===== src/logic/dma_settings.svh =====
`ifndef DMA_SETTINGS_SVH
`define DMA_SETTINGS_SVH

`default_nettype none

// ********************
// Bus widths
// ********************
`define DMA_ADDR_W 32
`define DMA_DATA_W 64
`define DMA_STRB_W 8   // One enable per data byte
`define DMA_ID_W 4

// Entry buffer
`define DMA_DEPTH 2

// ********************
// DCCM window
// ********************
`define DMA_DCCM_BASE 32'hf004_0000
`define DMA_DCCM_KB 64

// AXI response codes
`define DMA_RESP_OKAY 2'b00
`define DMA_RESP_SLVERR 2'b10
`define DMA_RESP_DECERR 2'b11

`default_nettype wire

`endif

===== src/logic/dma_pkg.sv =====
`include "dma_settings.svh"
`default_nettype none

package dma_pkg;

   typedef logic [`DMA_ADDR_W-1:0] addr_t;
   typedef logic [`DMA_DATA_W-1:0] data_t;
   typedef logic [`DMA_STRB_W-1:0] strb_t;
   typedef logic [`DMA_ID_W-1:0] axi_id_t;
   typedef logic [2:0] axi_size_t;   // log2 of the byte count
   typedef logic [1:0] axi_resp_t;
   typedef logic [$clog2(`DMA_DEPTH)-1:0] ptr_t;

   // Channel payloads as captured from the bus
   typedef struct packed {
      axi_id_t id;
      addr_t addr;
      axi_size_t size;
   } aw_payload_t;

   typedef struct packed {
      data_t data;
      strb_t strb;
   } w_payload_t;

   typedef struct packed {
      axi_id_t id;
      addr_t addr;
      axi_size_t size;
   } ar_payload_t;

   // One merged request toward the entry buffer
   typedef struct packed {
      logic write;
      axi_id_t id;
      addr_t addr;
      axi_size_t size;
      data_t data;
      strb_t strb;   // Don't care on reads
   } bus_cmd_t;

endpackage

`default_nettype wire


===== src/logic/dma_ctrl.sv =====
`default_nettype none
`timescale 1ns/1ps

module dma_ctrl (
   input logic clk,
   input logic rst_n,
   // AXI write address and data
   input logic axi_aw_valid,
   input dma_pkg::axi_id_t axi_aw_id,
   input dma_pkg::addr_t axi_aw_addr,
   input dma_pkg::axi_size_t axi_aw_size,
   output logic axi_aw_ready,
   input logic axi_w_valid,
   input dma_pkg::data_t axi_w_data,
   input dma_pkg::strb_t axi_w_strb,
   output logic axi_w_ready,
   // AXI read address
   input logic axi_ar_valid,
   input dma_pkg::axi_id_t axi_ar_id,
   input dma_pkg::addr_t axi_ar_addr,
   input dma_pkg::axi_size_t axi_ar_size,
   output logic axi_ar_ready,
   // AXI responses
   input logic axi_bready,
   output logic axi_bvalid,
   output dma_pkg::axi_id_t axi_bid,
   output dma_pkg::axi_resp_t axi_bresp,
   input logic axi_rready,
   output logic axi_rvalid,
   output dma_pkg::axi_id_t axi_rid,
   output dma_pkg::axi_resp_t axi_rresp,
   output dma_pkg::data_t axi_rdata,
   output logic axi_rlast,
   // DCCM
   input logic mem_ready,
   input logic mem_rvalid,
   input dma_pkg::ptr_t mem_rtag,
   input dma_pkg::data_t mem_rdata,
   input logic mem_ecc_error,
   output logic mem_req,
   output dma_pkg::ptr_t mem_tag,
   output dma_pkg::addr_t mem_addr,
   output dma_pkg::axi_size_t mem_sz,
   output logic mem_write,
   output dma_pkg::data_t mem_wdata,
   output logic dma_active
);

   import dma_pkg::*;

   logic cmd_valid, cmd_ready;
   bus_cmd_t cmd;
   logic held_any, busy;
   logic rsp_valid, rsp_write, rsp_taken;
   axi_id_t rsp_id;
   axi_resp_t rsp_code;
   data_t rsp_data;

   dma_bus_decode u_decode (
      .clk(clk), .rst_n(rst_n),
      .aw_valid(axi_aw_valid), .aw_id(axi_aw_id), .aw_addr(axi_aw_addr),
      .aw_size(axi_aw_size), .aw_ready(axi_aw_ready),
      .w_valid(axi_w_valid), .w_data(axi_w_data), .w_strb(axi_w_strb), .w_ready(axi_w_ready),
      .ar_valid(axi_ar_valid), .ar_id(axi_ar_id), .ar_addr(axi_ar_addr),
      .ar_size(axi_ar_size), .ar_ready(axi_ar_ready),
      .cmd_ready(cmd_ready), .cmd_valid(cmd_valid), .cmd(cmd), .held_any(held_any)
   );

   dma_entry_exec u_exec (
      .clk(clk), .rst_n(rst_n),
      .cmd_valid(cmd_valid), .cmd(cmd), .cmd_ready(cmd_ready),
      .mem_ready(mem_ready), .mem_rvalid(mem_rvalid), .mem_rtag(mem_rtag),
      .mem_rdata(mem_rdata), .mem_ecc_error(mem_ecc_error),
      .mem_req(mem_req), .mem_tag(mem_tag), .mem_addr(mem_addr), .mem_sz(mem_sz),
      .mem_write(mem_write), .mem_wdata(mem_wdata),
      .rsp_taken(rsp_taken), .rsp_valid(rsp_valid), .rsp_write(rsp_write),
      .rsp_id(rsp_id), .rsp_code(rsp_code), .rsp_data(rsp_data), .busy(busy)
   );

   dma_rsp_result u_rsp (
      .rsp_valid(rsp_valid), .rsp_write(rsp_write), .rsp_id(rsp_id),
      .rsp_code(rsp_code), .rsp_data(rsp_data),
      .bready(axi_bready), .rready(axi_rready),
      .bvalid(axi_bvalid), .bid(axi_bid), .bresp(axi_bresp),
      .rvalid(axi_rvalid), .rid(axi_rid), .rresp(axi_rresp),
      .rdata(axi_rdata), .rlast(axi_rlast), .rsp_taken(rsp_taken)
   );

   // Anything held or buffered counts as activity
   assign dma_active = busy | held_any;

endmodule

`default_nettype wire


===== src/logic/dma_rsp_result.sv =====
`default_nettype none
`timescale 1ns/1ps

module dma_rsp_result (
   input logic rsp_valid,
   input logic rsp_write,
   input dma_pkg::axi_id_t rsp_id,
   input dma_pkg::axi_resp_t rsp_code,
   input dma_pkg::data_t rsp_data,
   input logic bready,
   input logic rready,
   output logic bvalid,
   output dma_pkg::axi_id_t bid,
   output dma_pkg::axi_resp_t bresp,
   output logic rvalid,
   output dma_pkg::axi_id_t rid,
   output dma_pkg::axi_resp_t rresp,
   output dma_pkg::data_t rdata,
   output logic rlast,
   output logic rsp_taken
);

   import dma_pkg::*;

   logic b_fire, r_fire;

   // Write entries answer on B, reads on R
   assign bvalid = rsp_valid & rsp_write;
   assign bid = rsp_id;
   assign bresp = rsp_code;

   assign rvalid = rsp_valid & ~rsp_write;
   assign rid = rsp_id;
   assign rresp = rsp_code;
   assign rdata = rsp_data;
   assign rlast = 1'b1;   // Every read is one beat

   assign b_fire = bvalid & bready;
   assign r_fire = rvalid & rready;
   assign rsp_taken = b_fire | r_fire;   // Frees the entry at the response pointer

endmodule

`default_nettype wire


===== src/logic/dma_entry_exec.sv =====
`include "dma_settings.svh"
`default_nettype none
`timescale 1ns/1ps

module dma_entry_exec (
   input logic clk,
   input logic rst_n,
   input logic cmd_valid,
   input dma_pkg::bus_cmd_t cmd,
   output logic cmd_ready,
   input logic mem_ready,
   input logic mem_rvalid,
   input dma_pkg::ptr_t mem_rtag,
   input dma_pkg::data_t mem_rdata,
   input logic mem_ecc_error,
   output logic mem_req,
   output dma_pkg::ptr_t mem_tag,
   output dma_pkg::addr_t mem_addr,
   output dma_pkg::axi_size_t mem_sz,
   output logic mem_write,
   output dma_pkg::data_t mem_wdata,
   input logic rsp_taken,
   output logic rsp_valid,
   output logic rsp_write,
   output dma_pkg::axi_id_t rsp_id,
   output dma_pkg::axi_resp_t rsp_code,
   output dma_pkg::data_t rsp_data,
   output logic busy
);

   import dma_pkg::*;

   localparam int DEPTH = `DMA_DEPTH;
   localparam int PAD_W = `DMA_DATA_W - `DMA_ADDR_W;
   localparam addr_t DCCM_BASE = `DMA_DCCM_BASE;
   localparam addr_t DCCM_BYTES = `DMA_DCCM_KB * 1024;

   // Entry state
   logic [DEPTH-1:0] ent_valid, ent_done, ent_rpend;
   logic ent_write [DEPTH];
   axi_id_t ent_id [DEPTH];
   addr_t ent_addr [DEPTH];
   axi_size_t ent_size [DEPTH];
   strb_t ent_strb [DEPTH];
   data_t ent_data [DEPTH];
   axi_resp_t ent_code [DEPTH];

   ptr_t wr_ptr, iss_ptr, rsp_ptr;
   logic cmd_accept;
   logic chk_pend, in_dccm, addr_err, align_err, chk_err;
   addr_t iss_addr;
   axi_size_t iss_sz;
   strb_t iss_strb;
   logic narrow;
   logic [DEPTH-1:0] chk_hit, rtn_hit, done_set, rpend_set;

   function automatic ptr_t next_ptr(input ptr_t p);
      next_ptr = (p == ptr_t'(DEPTH - 1)) ? '0 : p + 1'b1;
   endfunction

   assign cmd_ready = ~ent_valid[wr_ptr];
   assign cmd_accept = cmd_valid & cmd_ready;

   // ********************
   // Checks at issue
   // ********************
   assign iss_addr = ent_addr[iss_ptr];
   assign iss_sz = ent_size[iss_ptr];
   assign iss_strb = ent_strb[iss_ptr];
   assign mem_write = ent_write[iss_ptr];

   assign chk_pend = ent_valid[iss_ptr] & ~ent_done[iss_ptr] & ~ent_rpend[iss_ptr];
   assign in_dccm = (iss_addr - DCCM_BASE) < DCCM_BYTES;   // Wraps high below the base
   assign addr_err = chk_pend & ~in_dccm;

   assign align_err = chk_pend & in_dccm &
      (((iss_sz == 3'd1) & iss_addr[0]) |
       ((iss_sz == 3'd2) & (|iss_addr[1:0])) |
       ((iss_sz == 3'd3) & (|iss_addr[2:0])) |
       (mem_write & ~((iss_sz == 3'd2) | (iss_sz == 3'd3))) |   // DCCM writes are word or dword
       (mem_write & (iss_sz == 3'd2) & (iss_strb[{iss_addr[2], 2'b00} +: 4] != 4'hf)) |
       (mem_write & (iss_sz == 3'd3) &
        ~((iss_strb == 8'h0f) | (iss_strb == 8'hf0) | (iss_strb == 8'hff))));

   assign chk_err = addr_err | align_err;

   // ********************
   // DCCM request
   // ********************
   assign mem_req = chk_pend & ~chk_err & mem_ready;
   assign mem_tag = iss_ptr;

   // Half-filled dword goes out as a word
   assign narrow = mem_write & (iss_sz == 3'd3) & ((iss_strb == 8'h0f) | (iss_strb == 8'hf0));
   assign mem_sz = narrow ? 3'd2 : iss_sz;
   assign mem_addr = (narrow & (iss_strb == 8'hf0)) ?
                     {iss_addr[`DMA_ADDR_W-1:3], 1'b1, iss_addr[1:0]} : iss_addr;
   assign mem_wdata = ent_data[iss_ptr];

   always_comb begin
      for (int i = 0; i < DEPTH; i++) begin
         chk_hit[i] = (iss_ptr == ptr_t'(i)) & (chk_err | mem_req);
         rtn_hit[i] = mem_rvalid & (mem_rtag == ptr_t'(i));
         done_set[i] = rtn_hit[i] | (chk_hit[i] & (chk_err | mem_write));   // Writes end at issue
         rpend_set[i] = chk_hit[i] & mem_req & ~mem_write;
      end
   end

   // ********************
   // Entry control
   // ********************
   always_ff @(posedge clk) begin
      if (!rst_n) begin
         ent_valid <= '0;
         ent_done <= '0;
         ent_rpend <= '0;
         wr_ptr <= '0;
         iss_ptr <= '0;
         rsp_ptr <= '0;
      end else begin
         for (int i = 0; i < DEPTH; i++) begin
            if (rsp_taken && (rsp_ptr == ptr_t'(i))) begin
               ent_valid[i] <= 1'b0;
               ent_done[i] <= 1'b0;
               ent_rpend[i] <= 1'b0;
            end else begin
               if (cmd_accept && (wr_ptr == ptr_t'(i))) ent_valid[i] <= 1'b1;
               if (done_set[i]) ent_done[i] <= 1'b1;
               if (rpend_set[i]) ent_rpend[i] <= 1'b1;
            end
         end
         if (cmd_accept) wr_ptr <= next_ptr(wr_ptr);
         if (chk_err || mem_req) iss_ptr <= next_ptr(iss_ptr);
         if (rsp_taken) rsp_ptr <= next_ptr(rsp_ptr);
      end
   end

   always_ff @(posedge clk) begin
      for (int i = 0; i < DEPTH; i++) begin
         if (cmd_accept && (wr_ptr == ptr_t'(i))) begin
            ent_write[i] <= cmd.write;
            ent_id[i] <= cmd.id;
            ent_addr[i] <= cmd.addr;
            ent_size[i] <= cmd.size;
            ent_strb[i] <= cmd.strb;
            ent_data[i] <= cmd.data;
         end
         if (chk_hit[i] && chk_err) begin
            ent_code[i] <= addr_err ? `DMA_RESP_DECERR : `DMA_RESP_SLVERR;
            ent_data[i] <= {{PAD_W{1'b0}}, ent_addr[i]};   // Faulting address back as data
         end else if (chk_hit[i]) begin
            ent_code[i] <= `DMA_RESP_OKAY;
         end
         if (rtn_hit[i]) begin
            ent_code[i] <= mem_ecc_error ? `DMA_RESP_SLVERR : `DMA_RESP_OKAY;
            ent_data[i] <= mem_ecc_error ? {{PAD_W{1'b0}}, ent_addr[i]} : mem_rdata;
         end
      end
   end

   // Oldest entry toward the response stage
   assign rsp_valid = ent_valid[rsp_ptr] & ent_done[rsp_ptr];
   assign rsp_write = ent_write[rsp_ptr];
   assign rsp_id = ent_id[rsp_ptr];
   assign rsp_code = ent_code[rsp_ptr];
   assign rsp_data = ent_data[rsp_ptr];
   assign busy = |ent_valid;

   a_done_has_valid: assert property (@(posedge clk) disable iff (!rst_n)
      (ent_done & ~ent_valid) == '0);

endmodule

`default_nettype wire


===== src/logic/dma_bus_decode.sv =====
`default_nettype none
`timescale 1ns/1ps

module dma_bus_decode (
   input logic clk,
   input logic rst_n,
   input logic aw_valid,
   input dma_pkg::axi_id_t aw_id,
   input dma_pkg::addr_t aw_addr,
   input dma_pkg::axi_size_t aw_size,
   output logic aw_ready,
   input logic w_valid,
   input dma_pkg::data_t w_data,
   input dma_pkg::strb_t w_strb,
   output logic w_ready,
   input logic ar_valid,
   input dma_pkg::axi_id_t ar_id,
   input dma_pkg::addr_t ar_addr,
   input dma_pkg::axi_size_t ar_size,
   output logic ar_ready,
   input logic cmd_ready,
   output logic cmd_valid,
   output dma_pkg::bus_cmd_t cmd,
   output logic held_any
);

   import dma_pkg::*;

   aw_payload_t aw_in, aw_held;
   w_payload_t w_in, w_held;
   ar_payload_t ar_in, ar_held;
   logic aw_held_valid, w_held_valid, ar_held_valid;
   logic wr_rdy, rd_rdy;
   logic sel_write;
   logic prio_write;   // Write wins a tie when set
   logic cmd_sent;
   logic wr_taken, rd_taken;

   assign aw_in = '{id: aw_id, addr: aw_addr, size: aw_size};
   assign w_in = '{data: w_data, strb: w_strb};
   assign ar_in = '{id: ar_id, addr: ar_addr, size: ar_size};

   // ********************
   // Channel holds
   // ********************
   dma_chan_hold #(.payload_t(aw_payload_t)) u_aw_hold (
      .clk(clk), .rst_n(rst_n), .in_valid(aw_valid), .in_data(aw_in), .cmd_taken(wr_taken),
      .in_ready(aw_ready), .held_valid(aw_held_valid), .held_data(aw_held)
   );

   dma_chan_hold #(.payload_t(w_payload_t)) u_w_hold (
      .clk(clk), .rst_n(rst_n), .in_valid(w_valid), .in_data(w_in), .cmd_taken(wr_taken),
      .in_ready(w_ready), .held_valid(w_held_valid), .held_data(w_held)
   );

   dma_chan_hold #(.payload_t(ar_payload_t)) u_ar_hold (
      .clk(clk), .rst_n(rst_n), .in_valid(ar_valid), .in_data(ar_in), .cmd_taken(rd_taken),
      .in_ready(ar_ready), .held_valid(ar_held_valid), .held_data(ar_held)
   );

   // ********************
   // Merge and arbitrate
   // ********************
   assign wr_rdy = aw_held_valid & w_held_valid;   // Write needs address and data
   assign rd_rdy = ar_held_valid;
   assign sel_write = (wr_rdy & rd_rdy) ? prio_write : wr_rdy;

   assign cmd_valid = wr_rdy | rd_rdy;
   assign cmd_sent = cmd_valid & cmd_ready;
   assign wr_taken = cmd_sent & sel_write;
   assign rd_taken = cmd_sent & ~sel_write;

   always_ff @(posedge clk) begin
      if (!rst_n) begin
         prio_write <= 1'b1;
      end else if (cmd_sent) begin
         prio_write <= ~prio_write;
      end
   end

   assign cmd.write = sel_write;
   assign cmd.id = sel_write ? aw_held.id : ar_held.id;
   assign cmd.addr = sel_write ? aw_held.addr : ar_held.addr;
   assign cmd.size = sel_write ? aw_held.size : ar_held.size;
   assign cmd.data = w_held.data;
   assign cmd.strb = w_held.strb;

   assign held_any = aw_held_valid | w_held_valid | ar_held_valid;

endmodule

`default_nettype wire


===== src/logic/dma_chan_hold.sv =====
`default_nettype none
`timescale 1ns/1ps

module dma_chan_hold #(
   parameter type payload_t = logic
) (
   input logic clk,
   input logic rst_n,
   input logic in_valid,
   input payload_t in_data,
   input logic cmd_taken,
   output logic in_ready,
   output logic held_valid,
   output payload_t held_data
);

   logic valid_q;
   payload_t data_q;
   logic load;

   // Free now, or emptied by the command leaving this cycle
   assign in_ready = ~valid_q | cmd_taken;
   assign load = in_valid & in_ready;

   always_ff @(posedge clk) begin
      if (!rst_n) begin
         valid_q <= 1'b0;
      end else if (load) begin
         valid_q <= 1'b1;
      end else if (cmd_taken) begin
         valid_q <= 1'b0;
      end
   end

   always_ff @(posedge clk) begin
      if (load) begin
         data_q <= in_data;
      end
   end

   assign held_valid = valid_q;
   assign held_data = data_q;

   // A held request stays put until the merged command consumes it
   a_held_stable: assert property (@(posedge clk) disable iff (!rst_n)
      held_valid && !cmd_taken |=> $stable(held_data) && held_valid);

endmodule

`default_nettype wire


===== config.mk =====
export PLATFORM = sky130hd
export DESIGN_NAME = dma_ctrl
export DESIGN_NICKNAME = d
export VERILOG_FILES = /design/src/logic/dma_pkg.sv /design/src/logic/dma_ctrl.sv /design/src/logic/dma_rsp_result.sv /design/src/logic/dma_entry_exec.sv /design/src/logic/dma_bus_decode.sv /design/src/logic/dma_chan_hold.sv
export VERILOG_INCLUDE_DIRS = /design/src /design/src/logic
export SDC_FILE = /design/constraint.sdc
export NUM_CORES = 1
export LEC_CHECK = 0
export BUFFER_PORTS_ARGS = -buffer_cell sky130_fd_sc_hd__buf_2
export CAP_MARGIN = 40
export CORE_MARGIN = 4
export CORE_UTILIZATION = 45
export DETAILED_ROUTE_END_ITERATION = 10
export PLACE_DENSITY = 0.68
export RECOVER_POWER = 50
export SLEW_MARGIN = 25
export SYNTH_ARGS = -nofsm -noshare
export SYNTH_HDL_FRONTEND = slang
export SYNTH_SLANG_ARGS = --single-unit

===== constraint.sdc =====
create_clock -name clk -period 17.15 [get_ports clk]
set_input_delay 0.8575 -clock clk [delete_from_list [all_inputs] [get_ports clk]]
set_output_delay 0.8575 -clock clk [all_outputs]
set_load 0.01 [all_outputs]

### Word-level counts from Yosys, hierarchy flattened

Memories as Yosys holds them, arrays and structs flattened. A register that Yosys moved wholly into a read port is not among the register bits.
Cells that the tools add are included.

| storage, ports and cells | value |
|---|---|
| flip-flop bits (word level) | 163 |
| bits in writable memories | 228 |
| bits of input ports | 225 |
| output and inout port bits | 185 |
| word-level logic and storage cells | 241 |
| memories kept | 7 |

Memory list:

| name | words | bits a word | rd ports | clocked after memory_dff | write ports | RTL line | text |
|---|---|---|---|---|---|---|---|
| u_exec.ent_data | 2 | 64 | 2 | 2 | 2 | dma_entry_exec.sv:45 | `data_t ent_data [DEPTH];` |
| u_exec.ent_addr | 2 | 32 | 3 | 1 | 1 | dma_entry_exec.sv:42 | `addr_t ent_addr [DEPTH];` |
| u_exec.ent_strb | 2 | 8 | 1 | 1 | 1 | dma_entry_exec.sv:44 | `strb_t ent_strb [DEPTH];` |
| u_exec.ent_id | 2 | 4 | 1 | 1 | 1 | dma_entry_exec.sv:41 | `axi_id_t ent_id [DEPTH];` |
| u_exec.ent_size | 2 | 3 | 1 | 1 | 1 | dma_entry_exec.sv:43 | `axi_size_t ent_size [DEPTH];` |
| u_exec.ent_code | 2 | 2 | 1 | 1 | 2 | dma_entry_exec.sv:46 | `axi_resp_t ent_code [DEPTH];` |
| 1 more memories | -- | -- | -- | -- | -- | -- |  |

| cells by class | value |
|---|---|
| $add $sub $neg | 4 |
| $lt $le $gt $ge | 4 |
| equal/unequal tests | 7 |
| shifts and indexed selects | 1 |
| multiplexer cells | 89 |
| bitwise gates (word level) | 88 |
| reductions and logical operators | 20 |

Operator list:

| operator | number |
|---|---|
| 2-to-1 mux 64 bit | 6 |
| 2-to-1 mux 1 bit | 69 |
| 2-to-1 mux 32 bit | 2 |
| AND 1 bit | 40 |
| < comparator 32 x 17 -> 1 bit (second input constant) | 1 |
| OR reduction 32 bit | 1 |
| subtractor 32 bit (second input constant) | 1 |
| bitwise OR 1 bit | 29 |
| NOT 1 bit | 19 |
| equality test 8 bit (second input constant) | 2 |
| 2-to-1 mux 3 bit | 4 |
| 2-to-1 mux 2 bit | 5 |
| equality test 8 x 4 -> 1 bit (second input constant) | 1 |
| 2-to-1 mux 4 bit | 2 |
| 2-to-1 mux 8 bit | 1 |
| OR reduction 2 bit | 4 |
| OR reduction 8 bit | 1 |
| variable part select 8 x 4 -> 4 bit | 1 |
| equality test 3 x 2 -> 1 bit (second input constant) | 2 |
| logical AND 1 bit | 6 |
| < comparator 1 x 2 -> 1 bit (second input constant) | 3 |
| nonzero test 2 bit | 3 |
| OR reduction 3 bit | 2 |
| != test 4 bit (second input constant) | 1 |
| 5 further kinds | 7 |

### Logic depth before layout (Yosys ltp)

| depth | value |
|---|---|
| depth in word-level cells | 19 |
| mapped depth | 13 |
| mapped depth without buffers | 10 |

### By module

From an unflattened synthesis, not the netlist that was laid out.

| unflattened totals | value |
|---|---|
| cells, all modules | 1,350 |
| area, all modules | 19,003.2 um2 |

By module, submodules not included:

| module | instances | cells an instance | area an instance (um2) | sequential area each (um2) |
|---|---|---|---|---|
| dma_entry_exec | 1 | 1,047 | 13,123.8 | 7,056.8 |
| dma_chan_hold (u_decode.u_ar_hold ...) | 2 | 44 | 1,228.7 | 1,191.1 |
| dma_chan_hold (u_decode.u_w_hold) | 1 | 77 | 2,219.6 | 2,182.1 |
| dma_rsp_result | 1 | 82 | 614.3 | 0.0 |
| dma_bus_decode | 1 | 55 | 581.8 | 20.0 |
| dma_ctrl | 1 | 1 | 6.3 | 0.0 |

### Least setup slack after synthesis

Ideal clock, no wire load.

| timing | value |
|---|---|
| kind | register to register |
| start point | reg u_decode.u_w_hold.valid_q (netlist: u_decode.u_w_hold.held_valid) |
| end point | mem u_exec.ent_data[1][0] (netlist bit) (enable) |
| library setup time | 0.423 ns |
| arrival | 5.860 ns |
| required time | 16.727 ns |
| path slack | 10.866 ns |
| stages on the path, launching flop included | 5 |
| buffers on the path | 0 |
| clock period less this slack | 6.284 ns |
| path through | dfxtp_1 > a21oi_1 > nor3b_1 > nor2_1 > nand2_1 |

RTL lines:

| item | RTL line | text |
|---|---|---|
| start, declared | dma_chan_hold.sv:17 | `logic valid_q;` |
| start signal, assigned | dma_chan_hold.sv:27 | `valid_q <= 1'b0;` |
| start signal, assigned | dma_chan_hold.sv:29 | `valid_q <= 1'b1;` |
| start signal, assigned | dma_chan_hold.sv:31 | `valid_q <= 1'b0;` |
| end, declared | dma_entry_exec.sv:45 |  |

### Final worst setup path

| timing | value |
|---|---|
| start point | reg u_exec.wr_ptr |
| end point | reg u_decode.u_w_hold.data_q (netlist bit u_decode.u_w_hold.held_data[43]) (enable) |

| between the ends | value |
|---|---|
| cells in the longest elaborated chain, start to end | 7 |

Ends and longest elaborated chain:

| item | RTL line | text |
|---|---|---|
| start, declared | dma_entry_exec.sv:48 | `ptr_t wr_ptr, iss_ptr, rsp_ptr;` |
| start signal, assigned | dma_entry_exec.sv:132 | `if (cmd_accept) wr_ptr <= next_ptr(wr_ptr);` |
| 2-to-1 mux 1 bit (implied by the code) (2 in a row) | dma_entry_exec.sv:61 | `assign cmd_ready = ~ent_valid[wr_ptr];` |
| NOT 1 bit | dma_entry_exec.sv:61 |  |
| AND 1 bit | dma_bus_decode.sv:69 | `assign cmd_sent = cmd_valid & cmd_ready;` |
| AND 1 bit | dma_bus_decode.sv:70 | `assign wr_taken = cmd_sent & sel_write;` |
| bitwise OR 1 bit | dma_chan_hold.sv:22 | `assign in_ready = ~valid_q \| cmd_taken;` |
| AND 1 bit | dma_chan_hold.sv:23 | `assign load = in_valid & in_ready;` |
| via u_decode.u_w_hold.load | dma_chan_hold.sv:19 | `logic load;` |
| end signal, assigned | dma_chan_hold.sv:37 | `data_q <= in_data;` |
| end, declared | dma_chan_hold.sv:18 | `payload_t data_q;` |

The timed path passes the listed nets, and every way through them passes these cells. The select of a mux whose other input is x is not followed.
A chain may end at the register's enable or synchronous reset.

==> impl_results.md <==
- Share of cells above drive strength 1: 0.3455
- Pins Over Slew Limit: 246
- CP delay by family, top: buffers and inverters
- # setup viols final: 0
- Syn Nets: about 1700
- Most common cell in the netlist: edfxtp_1
- Crit-path max cell delay: between 1.5 and 2 ns
- Final routed DRC violation total: 0
- Syn-to-layout area delta: 21.69%
- Vias: 13951
- Max_cap viols: 6
- Die Y: roughly 210 µm
- Gate Count Post-Synth: about 1500
- Synthesized area: 18760 µm²
- WP buf/inv: 2
- Tot Pwr: ~2.8 mW
- Final wirelength: 57.28 mm
- Crit. Startpoint: u_exec.wr_ptr$_SDFFE_PN0P_
- Reg2Reg Depth: 6
- Fmax: 189.6 MHz
- Worst-path clk slew: around 0.060 ns
- Status: finished, violations left
- Overflow after GRT: 0
- CTS tree: built
- Clock Skews: roughly 0.023 ns
- Synth unique cells: 60
- Tmin final: ~5.3 ns
- Drt wl/cell: around 23 µm
- Synth Warn #: 0
- VDD IR-drop max: ~0.086 mV
- Post-CTS sizing: 0
- R2r startpoint: u_exec.wr_ptr$_SDFFE_PN0P_
- Skew-Pair Late Insertion Delay: ~0.56 ns
- Worst-Margin Slew: ~3.2 ns
- Hold Buf Count CTS: 0
- Setup TNS: 0 ns
- CP startpoint kind: flip-flop
- Routability cong.: approximately 0.87
- WP depth: 6
- Post CTS Setup Buffer Count: 0
- Worst hold slack: approximately 0.44 ns
- Rel. slew slack: -1.130
- First-pass GRT wire length: between 80 and 90 mm
- Worst path cell trace: mux2_1 -> a211o_1 -> nand2_1 -> and2_2 -> clkbuf_1 -> clkbuf_1
- Root Driver: clkbuf_16
- Final Hold Fails: 0
- Die Wd: ~210 µm
- Filler cells: approximately 3400
- R2r endpoint: u_decode.u_w_hold.held_data[43]$_DFFE_PP_
- DP Cell Count: roughly 2400
- Crit Path Class: flip-flop to flip-flop
- Avg Cell Area, Syn: 12.37 µm²
- Core ar.: 41020 µm²
- Die area: about 45000 µm²
- CTS Buf Count: 44
- HP Class: flip-flop to flip-flop
- Rows: 74
- Critical Path Fanout Max: 39
- WP data required: ~17 ns
- Antenna viol nets, final: 0
- Pwr Density: approximately 120 nW/µm²
- CTS Sinks: slightly below 400
- Initial antenna violation count: 10
- CP Capture Point: u_decode.u_w_hold.held_data[43]$_DFFE_PP_
- Iteration-0 DRC Markers: 1385
- Synth Flop Type: edfxtp_1
- Final Net Count: 2122
- IO buf count: between 400 and 500
- Pin count of the biggest net entering global routing: 70
- Crit path arrival time: 5.39 ns
- Reg2Reg Setup Slack: ~12 ns
- Initial Utilization: 0.4574
- Largest area contributor in the netlist: edfxtp_1
- Failing checks: capacitance limit, slew limit
- #FFs+latches synth: around 390
- Leak pwr: just under 9 nW
- Register area share after synthesis: 0.6204
- Fin cells: 2465
- Post-synth EDFFs: between 300 and 400
- Vias in the first global route: approximately 14000
- HPWL Detailed: about 40 mm
- Setup crit end kind: flip-flop
- All-Layer GR Usage: 0.2421
- Router iterations before antenna repair: 5
- DR vias/cell: between 5 and 6
- Post-synth top area share: 0.6034
- I/O pins: 410
- Period utilization: 0.3075
- Clock buffer depth: 3
- CP most frequent cell: clkbuf_1
- Ys async rst share: 0
- Slowest cell on the critical path: clkbuf_1
- Top post-synthesis cells by area: edfxtp_1 (60%), mux2_2 (12%), nand2_1 (4.3%), a21oi_1 (2.9%), nor2_1 (2.4%)
- CTS H-tree depth: 2
- Synth cell count leaders: edfxtp_1 (377), nand2_1 (216), mux2_2 (207)
- RSZ-0062 raised after global routing: no
-- flip-flops by register name, indices dropped and copies added (netlist names), 2 cells and up, named ones only --
name	count
u_decode.u_ar_hold.held_data	39
u_decode.u_aw_hold.held_data	39
u_decode.u_w_hold.held_data	72
u_exec.ent_addr	64
u_exec.ent_code	4
u_exec.ent_data	128
u_exec.ent_done	2
u_exec.ent_id	8
u_exec.ent_rpend	2
u_exec.ent_size	6
u_exec.ent_strb	16
u_exec.ent_valid	2
u_exec.ent_write	2
-- kinds of logic (layout without fill, tap and decap cells) --
logic type      after synthesis  after routing  synth area share
compound gates              215            215           0.07102
xor+xnor                      2              2         0.0009338
simple gates                508            508            0.1252
mux                         247            247            0.1456
flops                       393            393            0.6204
fa+ha+maj                     4              4          0.002667
buf+inv                     147            555           0.03394
other cells                   1              9         0.0001999
-- routing by layer --
layer | vias up | GRT usage | part of all wire | routed length (µm)
met3 | 105 | 0.04692 | 0.085 | 4890
met5 | - | 0 | 0.00059 | 34
met4 | 6 | 0.08048 | 0.030 | 1734
met1 | 6787 | 0.3280 | 0.41 | 23230
met2 | 697 | 0.3952 | 0.48 | 27390
li1 | 6356 | - | - | -
-- power breakdown --
part / internal (mW) / switching (mW)
Sequential: 1.17 / 0.0627
Combinational: 0.240 / 0.336
Clock: 0.584 / 0.377
-- through the flow --
stage	utilization	cell area [µm²]	setup slack, ns
6_report	0.5566	22830	11.88
5_1_grt	0.5566	22830	11.49
4_1_cts	0.5579	22880	12.22
3_5_place_dp	0.5221	21410	12.54
3_3_place_gp	0.5169	21200	12.22
2_1_floorplan	-	18760	10.87
-- final cells by class --
type                       count  area, µm²  area share
sequential                   393      11640      0.5100
multi-input combinational    977       6553      0.2870
timing repair buffer         435       2322      0.1017
clock buffer                  51       1149     0.05031
tap                          532      665.6     0.02915
clock inverter                27      320.3     0.01403
inverter                      42      157.7    0.006905
antenna                        8      20.02   0.0008768
-- cells in the final DEF (no fill, tap or decap), drive strengths merged, types with 5 or more instances in the layout --
master,netlist,routed
nor2,118,118
a221oi,32,32
or3,35,35
a21oi,109,109
nand2,216,216
mux2,207,207
and2,6,6
diode,0,8
clkinvlp,0,5
edfxtp,377,377
o21ai,11,11
or4,5,5
inv,41,42
o22ai,34,34
nand3,40,40
mux2i,40,40
buf,27,411
clkbuf,78,75
dfxtp,16,16
nor3,13,13
nor2b,41,41
clkinv,1,15
bufinv,0,7
-- how the worst min path moves through the flow --
stage                                             startpoint                                        end  slack [ns]  depth (start not counted)
floorplan           u_decode.u_w_hold.held_data[0]$_DFFE_PP_            u_exec.ent_strb[0][0]$_DFFE_PP_        0.42                          0
global placement    u_decode.u_w_hold.held_data[3]$_DFFE_PP_            u_exec.ent_strb[0][3]$_DFFE_PP_        0.42                          0
detailed placement  u_decode.u_w_hold.held_data[3]$_DFFE_PP_            u_exec.ent_strb[0][3]$_DFFE_PP_        0.43                          0
CTS                 u_decode.u_w_hold.held_data[0]$_DFFE_PP_            u_exec.ent_strb[1][0]$_DFFE_PP_        0.44                          0
global route                                  axi_w_data[47]  u_decode.u_w_hold.held_data[55]$_DFFE_PP_        0.45                          1
finish              u_decode.u_w_hold.held_data[0]$_DFFE_PP_            u_exec.ent_strb[1][0]$_DFFE_PP_        0.44                          0
(Power assumes the default switching activity.)
